## src/busPkg.sv

```systemverilog
package busPkg;

    localparam int DATA_BITS = 64;
    // one enable per byte lane
    localparam int MASK_BITS = DATA_BITS / 8;
    localparam int ADDR_BITS = 64;
    localparam int REG_BITS  = 5;

    typedef logic [DATA_BITS-1:0] dataT;
    typedef logic [MASK_BITS-1:0] maskT;
    typedef logic [ADDR_BITS-1:0] addrT;
    typedef logic [REG_BITS-1:0]  regIdxT;

endpackage

```

## src/lsuPkg.sv

```systemverilog
package lsuPkg;

    localparam int WIDTH_BITS   = 3;
    localparam int OFFSET_BITS  = 3;
    localparam int UNSIGNED_BIT = 2;

    // byte offset to bit shift
    localparam int BYTE_SHIFT = 3;
    localparam int SHIFT_BITS = OFFSET_BITS + BYTE_SHIFT;

    // funct3 style access code
    typedef logic [WIDTH_BITS-1:0] accessWidthT;

    localparam accessWidthT WIDTH_BYTE    = 3'd0;
    localparam accessWidthT WIDTH_HALF    = 3'd1;
    localparam accessWidthT WIDTH_WORD    = 3'd2;
    localparam accessWidthT WIDTH_DOUBLE  = 3'd3;
    localparam accessWidthT WIDTH_UBYTE   = 3'd4;
    localparam accessWidthT WIDTH_UHALF   = 3'd5;
    localparam accessWidthT WIDTH_UWORD   = 3'd6;
    // reserved as RV64 has no unsigned double
    localparam accessWidthT WIDTH_UDOUBLE = 3'd7;

    // byte lanes touched at offset zero
    localparam logic [(1 << OFFSET_BITS)-1:0] MASK_BYTE   = 8'h01;
    localparam logic [(1 << OFFSET_BITS)-1:0] MASK_HALF   = 8'h03;
    localparam logic [(1 << OFFSET_BITS)-1:0] MASK_WORD   = 8'h0f;
    localparam logic [(1 << OFFSET_BITS)-1:0] MASK_DOUBLE = 8'hff;

    // offset bits that must be zero for a natural alignment
    localparam logic [OFFSET_BITS-1:0] ALIGN_BYTE   = 3'b000;
    localparam logic [OFFSET_BITS-1:0] ALIGN_HALF   = 3'b001;
    localparam logic [OFFSET_BITS-1:0] ALIGN_WORD   = 3'b011;
    localparam logic [OFFSET_BITS-1:0] ALIGN_DOUBLE = 3'b111;

endpackage

```

## src/stageIf.sv

```systemverilog
`timescale 1ns/1ps

// load tag leaving the memory stage
interface loadTagIf;
    logic                             valid;
    lsuPkg::accessWidthT              width;
    logic [lsuPkg::OFFSET_BITS-1:0]   offset;
    busPkg::regIdxT                   rd;

    modport src (
        output valid, width, offset, rd
    );

    modport dst (
        input valid, width, offset, rd
    );
endinterface

// MEM/WB contents with the raw read data still unaligned
interface loadDataIf;
    logic                             valid;
    lsuPkg::accessWidthT              width;
    logic [lsuPkg::OFFSET_BITS-1:0]   offset;
    busPkg::regIdxT                   rd;
    busPkg::dataT                     raw;

    modport src (
        output valid, width, offset, rd, raw
    );

    modport dst (
        input valid, width, offset, rd, raw
    );
endinterface

```

## src/loadAlign.sv

```systemverilog
`timescale 1ns/1ps

module loadAlign (
    loadDataIf.dst         wb,
    output logic           wbValid,
    output busPkg::regIdxT wbRd,
    output busPkg::dataT   wbData
);

    logic [lsuPkg::SHIFT_BITS-1:0] shamt;
    busPkg::dataT                  shifted;
    logic                          isSigned;

    assign shamt    = {wb.offset, {lsuPkg::BYTE_SHIFT{1'b0}}};
    assign shifted  = wb.raw >> shamt;
    assign isSigned = !wb.width[lsuPkg::UNSIGNED_BIT];

    // truncate, then fill the upper bits
    always_comb begin
        case (wb.width)
            lsuPkg::WIDTH_BYTE, lsuPkg::WIDTH_UBYTE: begin
                wbData = {{(busPkg::DATA_BITS - 8){isSigned & shifted[7]}}, shifted[7:0]};
            end
            lsuPkg::WIDTH_HALF, lsuPkg::WIDTH_UHALF: begin
                wbData = {{(busPkg::DATA_BITS - 16){isSigned & shifted[15]}}, shifted[15:0]};
            end
            lsuPkg::WIDTH_WORD, lsuPkg::WIDTH_UWORD: begin
                wbData = {{(busPkg::DATA_BITS - 32){isSigned & shifted[31]}}, shifted[31:0]};
            end
            default: begin
                wbData = shifted;
            end
        endcase
    end

    assign wbValid = wb.valid;
    assign wbRd    = wb.rd;

    // code travels from the request through both registers
    always_comb begin
        if (wb.valid) begin
            assert (wb.width != lsuPkg::WIDTH_UDOUBLE)
            else $error("unsigned double load reached writeback");
        end
    end

endmodule

```

## src/loadCapture.sv

```systemverilog
`timescale 1ns/1ps

module loadCapture (
    input  logic         clk,
    input  logic         arstN,
    input  logic         memStall,
    input  busPkg::dataT rdataMem,
    loadTagIf.dst        tag,
    loadDataIf.src       wb
);

    // stalled cycle goes into writeback as a bubble
    always_ff @(posedge clk or negedge arstN) begin
        if (!arstN) begin
            wb.valid <= 1'b0;
        end else begin
            wb.valid <= tag.valid && !memStall;
        end
    end

    // payload only follows a completed memory cycle
    always_ff @(posedge clk) begin
        if (!memStall) begin
            wb.width  <= tag.width;
            wb.offset <= tag.offset;
            wb.rd     <= tag.rd;
            wb.raw    <= rdataMem;
        end
    end

    // a stalled load stays put until its single capture
    assert property (@(posedge clk) disable iff (!arstN)
        tag.valid && memStall
        |=> tag.valid && $stable(tag.rd) && $stable(tag.width) && $stable(tag.offset));

endmodule

```

## src/memAccessUnit.sv

```systemverilog
`timescale 1ns/1ps

module memAccessUnit (
    input  logic                clk,
    input  logic                arstN,
    input  logic                reqValid,
    input  logic                reqWrite,
    input  lsuPkg::accessWidthT reqWidth,
    input  busPkg::addrT        reqAddr,
    input  busPkg::dataT        reqData,
    input  busPkg::regIdxT      reqRd,
    input  logic                memStall,
    input  busPkg::dataT        rdataMem,
    output busPkg::addrT        addrMem,
    output logic                weMem,
    output logic                reMem,
    output busPkg::maskT        wmaskMem,
    output busPkg::dataT        wdataMem,
    output logic                wbValid,
    output busPkg::regIdxT      wbRd,
    output busPkg::dataT        wbData
);

    loadTagIf  tagIf ();
    loadDataIf dataIf ();

    // memory stage
    storeIssue storeIssue (
        .clk      (clk),
        .arstN    (arstN),
        .reqValid (reqValid),
        .reqWrite (reqWrite),
        .reqWidth (reqWidth),
        .reqAddr  (reqAddr),
        .reqData  (reqData),
        .reqRd    (reqRd),
        .memStall (memStall),
        .addrMem  (addrMem),
        .weMem    (weMem),
        .reMem    (reMem),
        .wmaskMem (wmaskMem),
        .wdataMem (wdataMem),
        .tag      (tagIf.src)
    );

    // MEM/WB register
    loadCapture loadCapture (
        .clk      (clk),
        .arstN    (arstN),
        .memStall (memStall),
        .rdataMem (rdataMem),
        .tag      (tagIf.dst),
        .wb       (dataIf.src)
    );

    loadAlign loadAlign (
        .wb      (dataIf.dst),
        .wbValid (wbValid),
        .wbRd    (wbRd),
        .wbData  (wbData)
    );

endmodule

```

## src/storeIssue.sv

```systemverilog
`timescale 1ns/1ps

module storeIssue (
    input  logic                clk,
    input  logic                arstN,
    input  logic                reqValid,
    input  logic                reqWrite,
    input  lsuPkg::accessWidthT reqWidth,
    input  busPkg::addrT        reqAddr,
    input  busPkg::dataT        reqData,
    input  busPkg::regIdxT      reqRd,
    input  logic                memStall,
    output busPkg::addrT        addrMem,
    output logic                weMem,
    output logic                reMem,
    output busPkg::maskT        wmaskMem,
    output busPkg::dataT        wdataMem,
    loadTagIf.src               tag
);

    logic [lsuPkg::OFFSET_BITS-1:0] offset;
    logic [lsuPkg::SHIFT_BITS-1:0]  shamt;
    busPkg::maskT                   baseMask;
    logic [lsuPkg::OFFSET_BITS-1:0] alignMask;
    lsuPkg::accessWidthT            widthQ;
    busPkg::regIdxT                 rdQ;

    assign offset = reqAddr[lsuPkg::OFFSET_BITS-1:0];
    assign shamt  = {offset, {lsuPkg::BYTE_SHIFT{1'b0}}};

    // lane mask and alignment by access size
    always_comb begin
        case (reqWidth)
            lsuPkg::WIDTH_BYTE, lsuPkg::WIDTH_UBYTE: begin
                baseMask  = lsuPkg::MASK_BYTE;
                alignMask = lsuPkg::ALIGN_BYTE;
            end
            lsuPkg::WIDTH_HALF, lsuPkg::WIDTH_UHALF: begin
                baseMask  = lsuPkg::MASK_HALF;
                alignMask = lsuPkg::ALIGN_HALF;
            end
            lsuPkg::WIDTH_WORD, lsuPkg::WIDTH_UWORD: begin
                baseMask  = lsuPkg::MASK_WORD;
                alignMask = lsuPkg::ALIGN_WORD;
            end
            default: begin
                baseMask  = lsuPkg::MASK_DOUBLE;
                alignMask = lsuPkg::ALIGN_DOUBLE;
            end
        endcase
    end

    // memory stage control that a stall freezes
    always_ff @(posedge clk or negedge arstN) begin
        if (!arstN) begin
            weMem    <= 1'b0;
            reMem    <= 1'b0;
            wmaskMem <= '0;
        end else if (!memStall) begin
            weMem    <= reqValid && reqWrite;
            reMem    <= reqValid && !reqWrite;
            wmaskMem <= (reqValid && reqWrite) ? busPkg::maskT'(baseMask << offset) : '0;
        end
    end

    always_ff @(posedge clk) begin
        if (!memStall) begin
            addrMem  <= reqAddr;
            wdataMem <= reqData << shamt;
            widthQ   <= reqWidth;
            rdQ      <= reqRd;
        end
    end

    assign tag.valid  = reMem;
    assign tag.width  = widthQ;
    assign tag.offset = addrMem[lsuPkg::OFFSET_BITS-1:0];
    assign tag.rd     = rdQ;

    // misaligned accesses are not supported
    assert property (@(posedge clk) disable iff (!arstN)
        reqValid && !memStall |-> (offset & alignMask) == '0);

endmodule

```

## config.mk

```make
export PLATFORM = sky130hd
export DESIGN_NAME = memAccessUnit
export DESIGN_NICKNAME = d
export VERILOG_FILES = /design/src/busPkg.sv /design/src/lsuPkg.sv /design/src/stageIf.sv /design/src/loadAlign.sv /design/src/loadCapture.sv /design/src/memAccessUnit.sv /design/src/storeIssue.sv
export SDC_FILE = /design/constraint.sdc
export NUM_CORES = 1
export LEC_CHECK = 0
export BUFFER_PORTS_ARGS = -buffer_cell sky130_fd_sc_hd__buf_2
export CORE_AREA = 2 2 161 163
export CTS_CLUSTER_SIZE = 14
export DETAILED_ROUTE_END_ITERATION = 8
export DIE_AREA = 0 0 163 165
export GPL_TIMING_DRIVEN = 0
export PLACE_DENSITY = 0.73
export SLEW_MARGIN = 15
export SYNTH_ARGS = -nofsm -noshare
export SYNTH_HDL_FRONTEND = slang
export SYNTH_HIERARCHICAL = 1
export SYNTH_SLANG_ARGS = --single-unit
```

## constraint.sdc

```tcl
create_clock -name clk -period 2.1 [get_ports clk]
set_input_delay 0.105 -clock clk [delete_from_list [all_inputs] [get_ports clk]]
set_output_delay 0.105 -clock clk [all_outputs]
set_load 0.02 [all_outputs]
```

### After elaboration in Yosys (flattened, before gate mapping)

Cells that the tools add are included.

* add/sub/neg operators: 0
* $mul: 0
* divide/modulo/power cells: 0
* magnitude comparators: 0
* eq/ne operators: 10
* shifts and indexed selects: 3
* multiplexer cells: 3
* bitwise gates (word level): 3
* reductions and logical operators: 14

Operators with widths (count)
* $pmux 64 s3: 1
* $shl 64x6->64: 1
* $shr 64x6->64: 1
* $pmux 8 s3: 1
* $eq 3x3->1 const B: 6
* $reduce_or 2->1: 6
* $mux 8: 1
* $shl 8x3->8: 1
* $eq 3x1->1 const B: 2
* $eq 3x2->1 const B: 2
* $logic_not 3->1: 2
* $and 1x1->1: 3
* $logic_and 1x1->1: 3
* $logic_not 1->1: 3

* bits in registers: 222
* latch bits: 0
* memory bits (writable): 0
* bits in read-only memories: 0
* bits of input ports: 205
* output and inout port bits: 208
* logic and storage cells: 45
* memories kept: 0

### Depth between registers and ports, before layout

* depth after elaboration: 5
* depth in mapped cells: 7

### Cells and area by module

Netlist, hierarchy kept.

Modules (own cells, without submodules)
* storeIssue: instances 1, cells each 375, area an instance 6336.1 um2
* loadAlign: instances 1, cells each 294, area an instance 2403.6 um2
* loadCapture: instances 1, cells each 78, area an instance 2287.2 um2

### Least setup slack after synthesis

Ideal clock, no wire load.

* path kind: input to register
* start: input port memStall
* end: register storeIssue.wmaskMem[4]
* arrival: 2.988 ns
* setup slack: -1.191 ns
* stages on the path: 2
* buffers on the path: 0
* path through: inv_1 a32oi_1

RTL lines
* from (decl): line memAccessUnit.sv:12 `input logic memStall,`
* to (signal assigned): line storeIssue.sv:62 `wmaskMem <= (reqValid && reqWrite) ? busPkg::maskT'(baseMask << offset) : '0;`
* to (decl): line storeIssue.sv:16 `output busPkg::maskT wmaskMem,`

No word-level cell between the ends.

### Final worst setup path

* start: register loadCapture.wb.offset[2]
* end: output port wbData[50]

* longest elaborated chain between the ends: 3
* elaborated cells between the ends (all ways): 5

RTL lines
* from (decl): line stageIf.sv:28 `output valid, width, offset, rd, raw`
* $shr 64x6->64 (*): line loadAlign.sv:15 `assign shifted = wb.raw >> shamt;`
* $and 1x1->1, on equally long branches: line loadAlign.sv:28, loadAlign.sv:22, loadAlign.sv:25
* $pmux 64 s3 (*): line loadAlign.sv:20 `case (wb.width)`
* to (decl): line memAccessUnit.sv:21 `output busPkg::dataT wbData`

Mark *: on every way between the ends. The rest lies on a longest branch, timed or not.

==> impl_metrics.json <==
{
  "hp-start": "reqData[15]",
  "rsz0062_at_grt": "true",
  "cp.required_ns": 2.00,
  "whs_ns": 0.00877,
  "hold_viol_final": 0,
  "maxCapViolCount": 0,
  "clk_pin_slew_ns": 0.06,
  "ys_seq_area_frac": 0.600,
  "rrSetupSlack_ns": 1.26,
  "grt_pass1_wl_um": 60900,
  "nets": 1586,
  "critPathMaxStageDelay_ns": 0.42,
  "cts_buffer_depth": 3,
  "synth_nets": 952,
  "r2r_cells": 1,
  "grt_max_degree": 47,
  "clkSinkCount": 222,
  "antenna_found_initial": 4,
  "yosys-top-cells-area": "edfxtp_1 (57%), mux4_2 (9.2%), mux2i_1 (8.2%)",
  "worstPathArrival_ns": 2.86,
  "clock_tree.root_cell": "clkbuf_16",
  "reg2reg_to": "loadCapture/wb.offset[1]$_DFFE_PN_",
  "dr_wl_met3_um": 5540,
  "min_period_over_period": 1.41,
  "via_count": 10310,
  "cts_tree": "built",
  "drive_gt1_frac": 0.490,
  "critPathSlowestCell": "edfxtp_1",
  "cpMostUsedCell": "buf_6",
  "synthDistinctLibCells": 48,
  "cp-start-kind": "register",
  "gr-total-overflow": 0,
  "slew_headroom": 0.437,
  "postRouteWirelength_um": 45200,
  "drv_slew": 0,
  "top_layer_used": "met5",
  "core_sq_um": 25000,
  "setup_violations": 63,
  "synth_area_leader_cell": "edfxtp_1",
  "post_drt_wl_per_cell_um": 26.1,
  "critPathKind": "register to primary output",
  "port_buffers": 412,
  "insertion_delay_ns": 0.54,
  "antenna_left": 0,
  "rows": 58,
  "cts_buffers": 26,
  "worstPathCellList": "buf_6 -> mux2i_1 -> o221ai_4 -> nand4_1 -> buf_6 -> buf_4 -> nand4_1 -> buf_6",
  "period_needed_ns": 2.96,
  "synth_warnings": 6,
  "io-pin-count": 413,
  "die-area_sq_um": 26900,
  "ys_async_sr_fraction": 0.0495,
  "dp_hpwl_um": 27600,
  "status": "finished with violations",
  "htree_levels": 1,
  "avgViaCountPerCell": 5.95,
  "synth_seq_cells": 222,
  "path_max_fanout": 10,
  "fin_worst_skew_ns": 0.00974,
  "synth_edf_count": 211,
  "power_density_nw_per_um2": 778,
  "setup_ws_ns": -0.865,
  "fin_util": 0.694,
  "min_path_cells": 3,
  "wl_met2_um": 21900,
  "synth_ff_type": "edfxtp_1",
  "synthTopCellsByCount": "edfxtp_1 (211), mux2i_1 (90), mux4_2 (45)",
  "yosysMostFrequentCell": "edfxtp_1",
  "p_leak_uw": 0.00747,
  "ir_worst_vdd_v": 0.000844,
  "drt_iter0_markers": 1334,
  "hold_end": "storeIssue/wdataMem[15]$_SDFFCE_PP0N_",
  "tns_ns": -32.56,
  "fill_cells": 1632,
  "area_growth_pct": 57.5,
  "fp.dieH_um": 165,
  "failed_checks": "setup timing",
  "drt_first_pass_iters": 7,
  "holdCritPathClass": "input pin to register",
  "synth_cells": 747,
  "initial_core_util": 0.440,
  "place_congestion": 0.952,
  "wl_met1_um": 14900,
  "grtUsageTotal": 0.302,
  "die_w_um": 163,
  "grt_pass1_vias": 10340,
  "crit_path_end_kind": "primary output",
  "crit_buf_inv": 4,
  "path_delay_family": "buffers and inverters",
  "tightest_slew_ns": 0.841,
  "drc": 0,
  "synth_area_sq_um": 11000,
  "clock.fmax_ghz": 0.337,
  "reg2reg_from": "storeIssue/addrMem[1]$_DFFE_PN_",
  "postSynthAreaPerCell_sq_um": 14.8,
  "synth_top_area_share": 0.575
}
[how the worst max path moves through the flow]
stage	depth (start not counted)	slack, ns	start	end
2_1_floorplan	1	-0.37	memStall	storeIssue/addrMem[0]$_DFFE_PN_
3_3_place_gp	2	-1.54	memStall	storeIssue/addrMem[7]$_DFFE_PN_
3_5_place_dp	8	-0.44	loadCapture/wb.offset[0]$_DFFE_PN_	wbData[51]
4_1_cts	6	-0.55	loadCapture/wb.offset[0]$_DFFE_PN_	wbData[51]
5_1_grt	9	-0.88	loadCapture/wb.offset[0]$_DFFE_PN_	wbData[51]
6_report	8	-0.86	loadCapture/wb.offset[2]$_DFFE_PN_	wbData[50]
[metrics by stage]
| stage | cell area [sq um] | setup slack (ns) | total power, uW | instances |
|---|---|---|---|---|
| finish | 17400 | -0.865 | 13500 | 1734 |
| global route | 17400 | -0.882 | 13900 | 1732 |
| CTS | 16800 | -0.547 | 13200 | 1723 |
| detailed placement | 13600 | -0.437 | 8020 | 1493 |
| global placement | 13500 | -1.54 | 7990 | 1489 |
| floorplan | 11000 | -0.366 | 7000 | 747 |
[tightest hold or removal path, stage by stage]
cell and delay (ns):
buf_2 0.11, mux2i_1 0.10, nor2_1 0.11
[logic make-up (layout without fill, tap and decap cells)]
group	count (synthesis)	after routing	synth area share
flops	222	222	0.600
simple gates	186	186	0.0918
mux	170	170	0.209
compound gates	88	88	0.0555
buf+inv	81	735	0.0438
other cells	0	3	0
[per-layer routing]
layer,vias up,global-route usage
li1,4223,-
met1,4931,0.355
met2,898,0.518
met3,254,0.0879
met4,4,0.130
met5,-,0
[power breakdown]
group / internal (uW) / switching (uW) / total (uW)
clock: 2800 / 1850 / 4660
sequential: 5270 / 204 / 5470
combinational: 1550 / 1830 / 3390
total: 9620 / 3890 / 13500
[layout make-up]
| class | count | area, sq um | share of cell area |
|---|---|---|---|
| antenna | 3 | 7.51 | 0.000432 |
| buffer | 76 | 686 | 0.0395 |
| clock buffer | 32 | 683 | 0.0393 |
| clock inverter | 16 | 191 | 0.0110 |
| inverter | 4 | 21.3 | 0.00122 |
| multi-input combinational | 444 | 4330 | 0.249 |
| sequential | 222 | 6610 | 0.381 |
| tap | 330 | 413 | 0.0238 |
| timing repair buffer | 607 | 4430 | 0.255 |
[sequential cells by signal (all words and copies together) (netlist names), 3 cells and up]
signal                 flops
loadCapture/wb.raw        64
storeIssue/addrMem        64
storeIssue/wdataMem       64
storeIssue/wmaskMem        8
loadCapture/wb.rd          5
storeIssue/tag.rd          5
loadCapture/wb.offset      3
loadCapture/wb.width       3
storeIssue/tag.width       3
[layout by cell type (no fill, tap or decap), types with 7 or more instances in the layout]
cell type,n
a2bb2oi_1,8
clkbuf_1,14
and2_1,8
edfxtp_1,211
mux2i_2,8
buf_4,55
nand2b_1,9
o2bb2ai_1,10
o22ai_1,17
clkbuf_16,28
o21ai_2,10
dfrtp_1,11
nor2b_1,33
nand3_2,7
mux2_2,24
nor2_1,20
mux2_4,7
buf_2,368
nand2_1,37
mux2i_1,75
nand4_1,34
and3_1,7
clkinv_2,7
o21ai_1,14
dlygate4sd3_1,161
mux4_2,45
buf_12,15
mux2i_4,7
buf_6,57
[repair_timing]
item,in CTS,in global routing
hold buffers,161,0
resized for setup,177,106
endpoints found under the setup margin,64,64
endpoints found under the hold margin,167,0
buffers inserted,17,8
pin swaps,12,19
gates cloned,5,2
No activity file was read; power rests on OpenSTA's default activity.
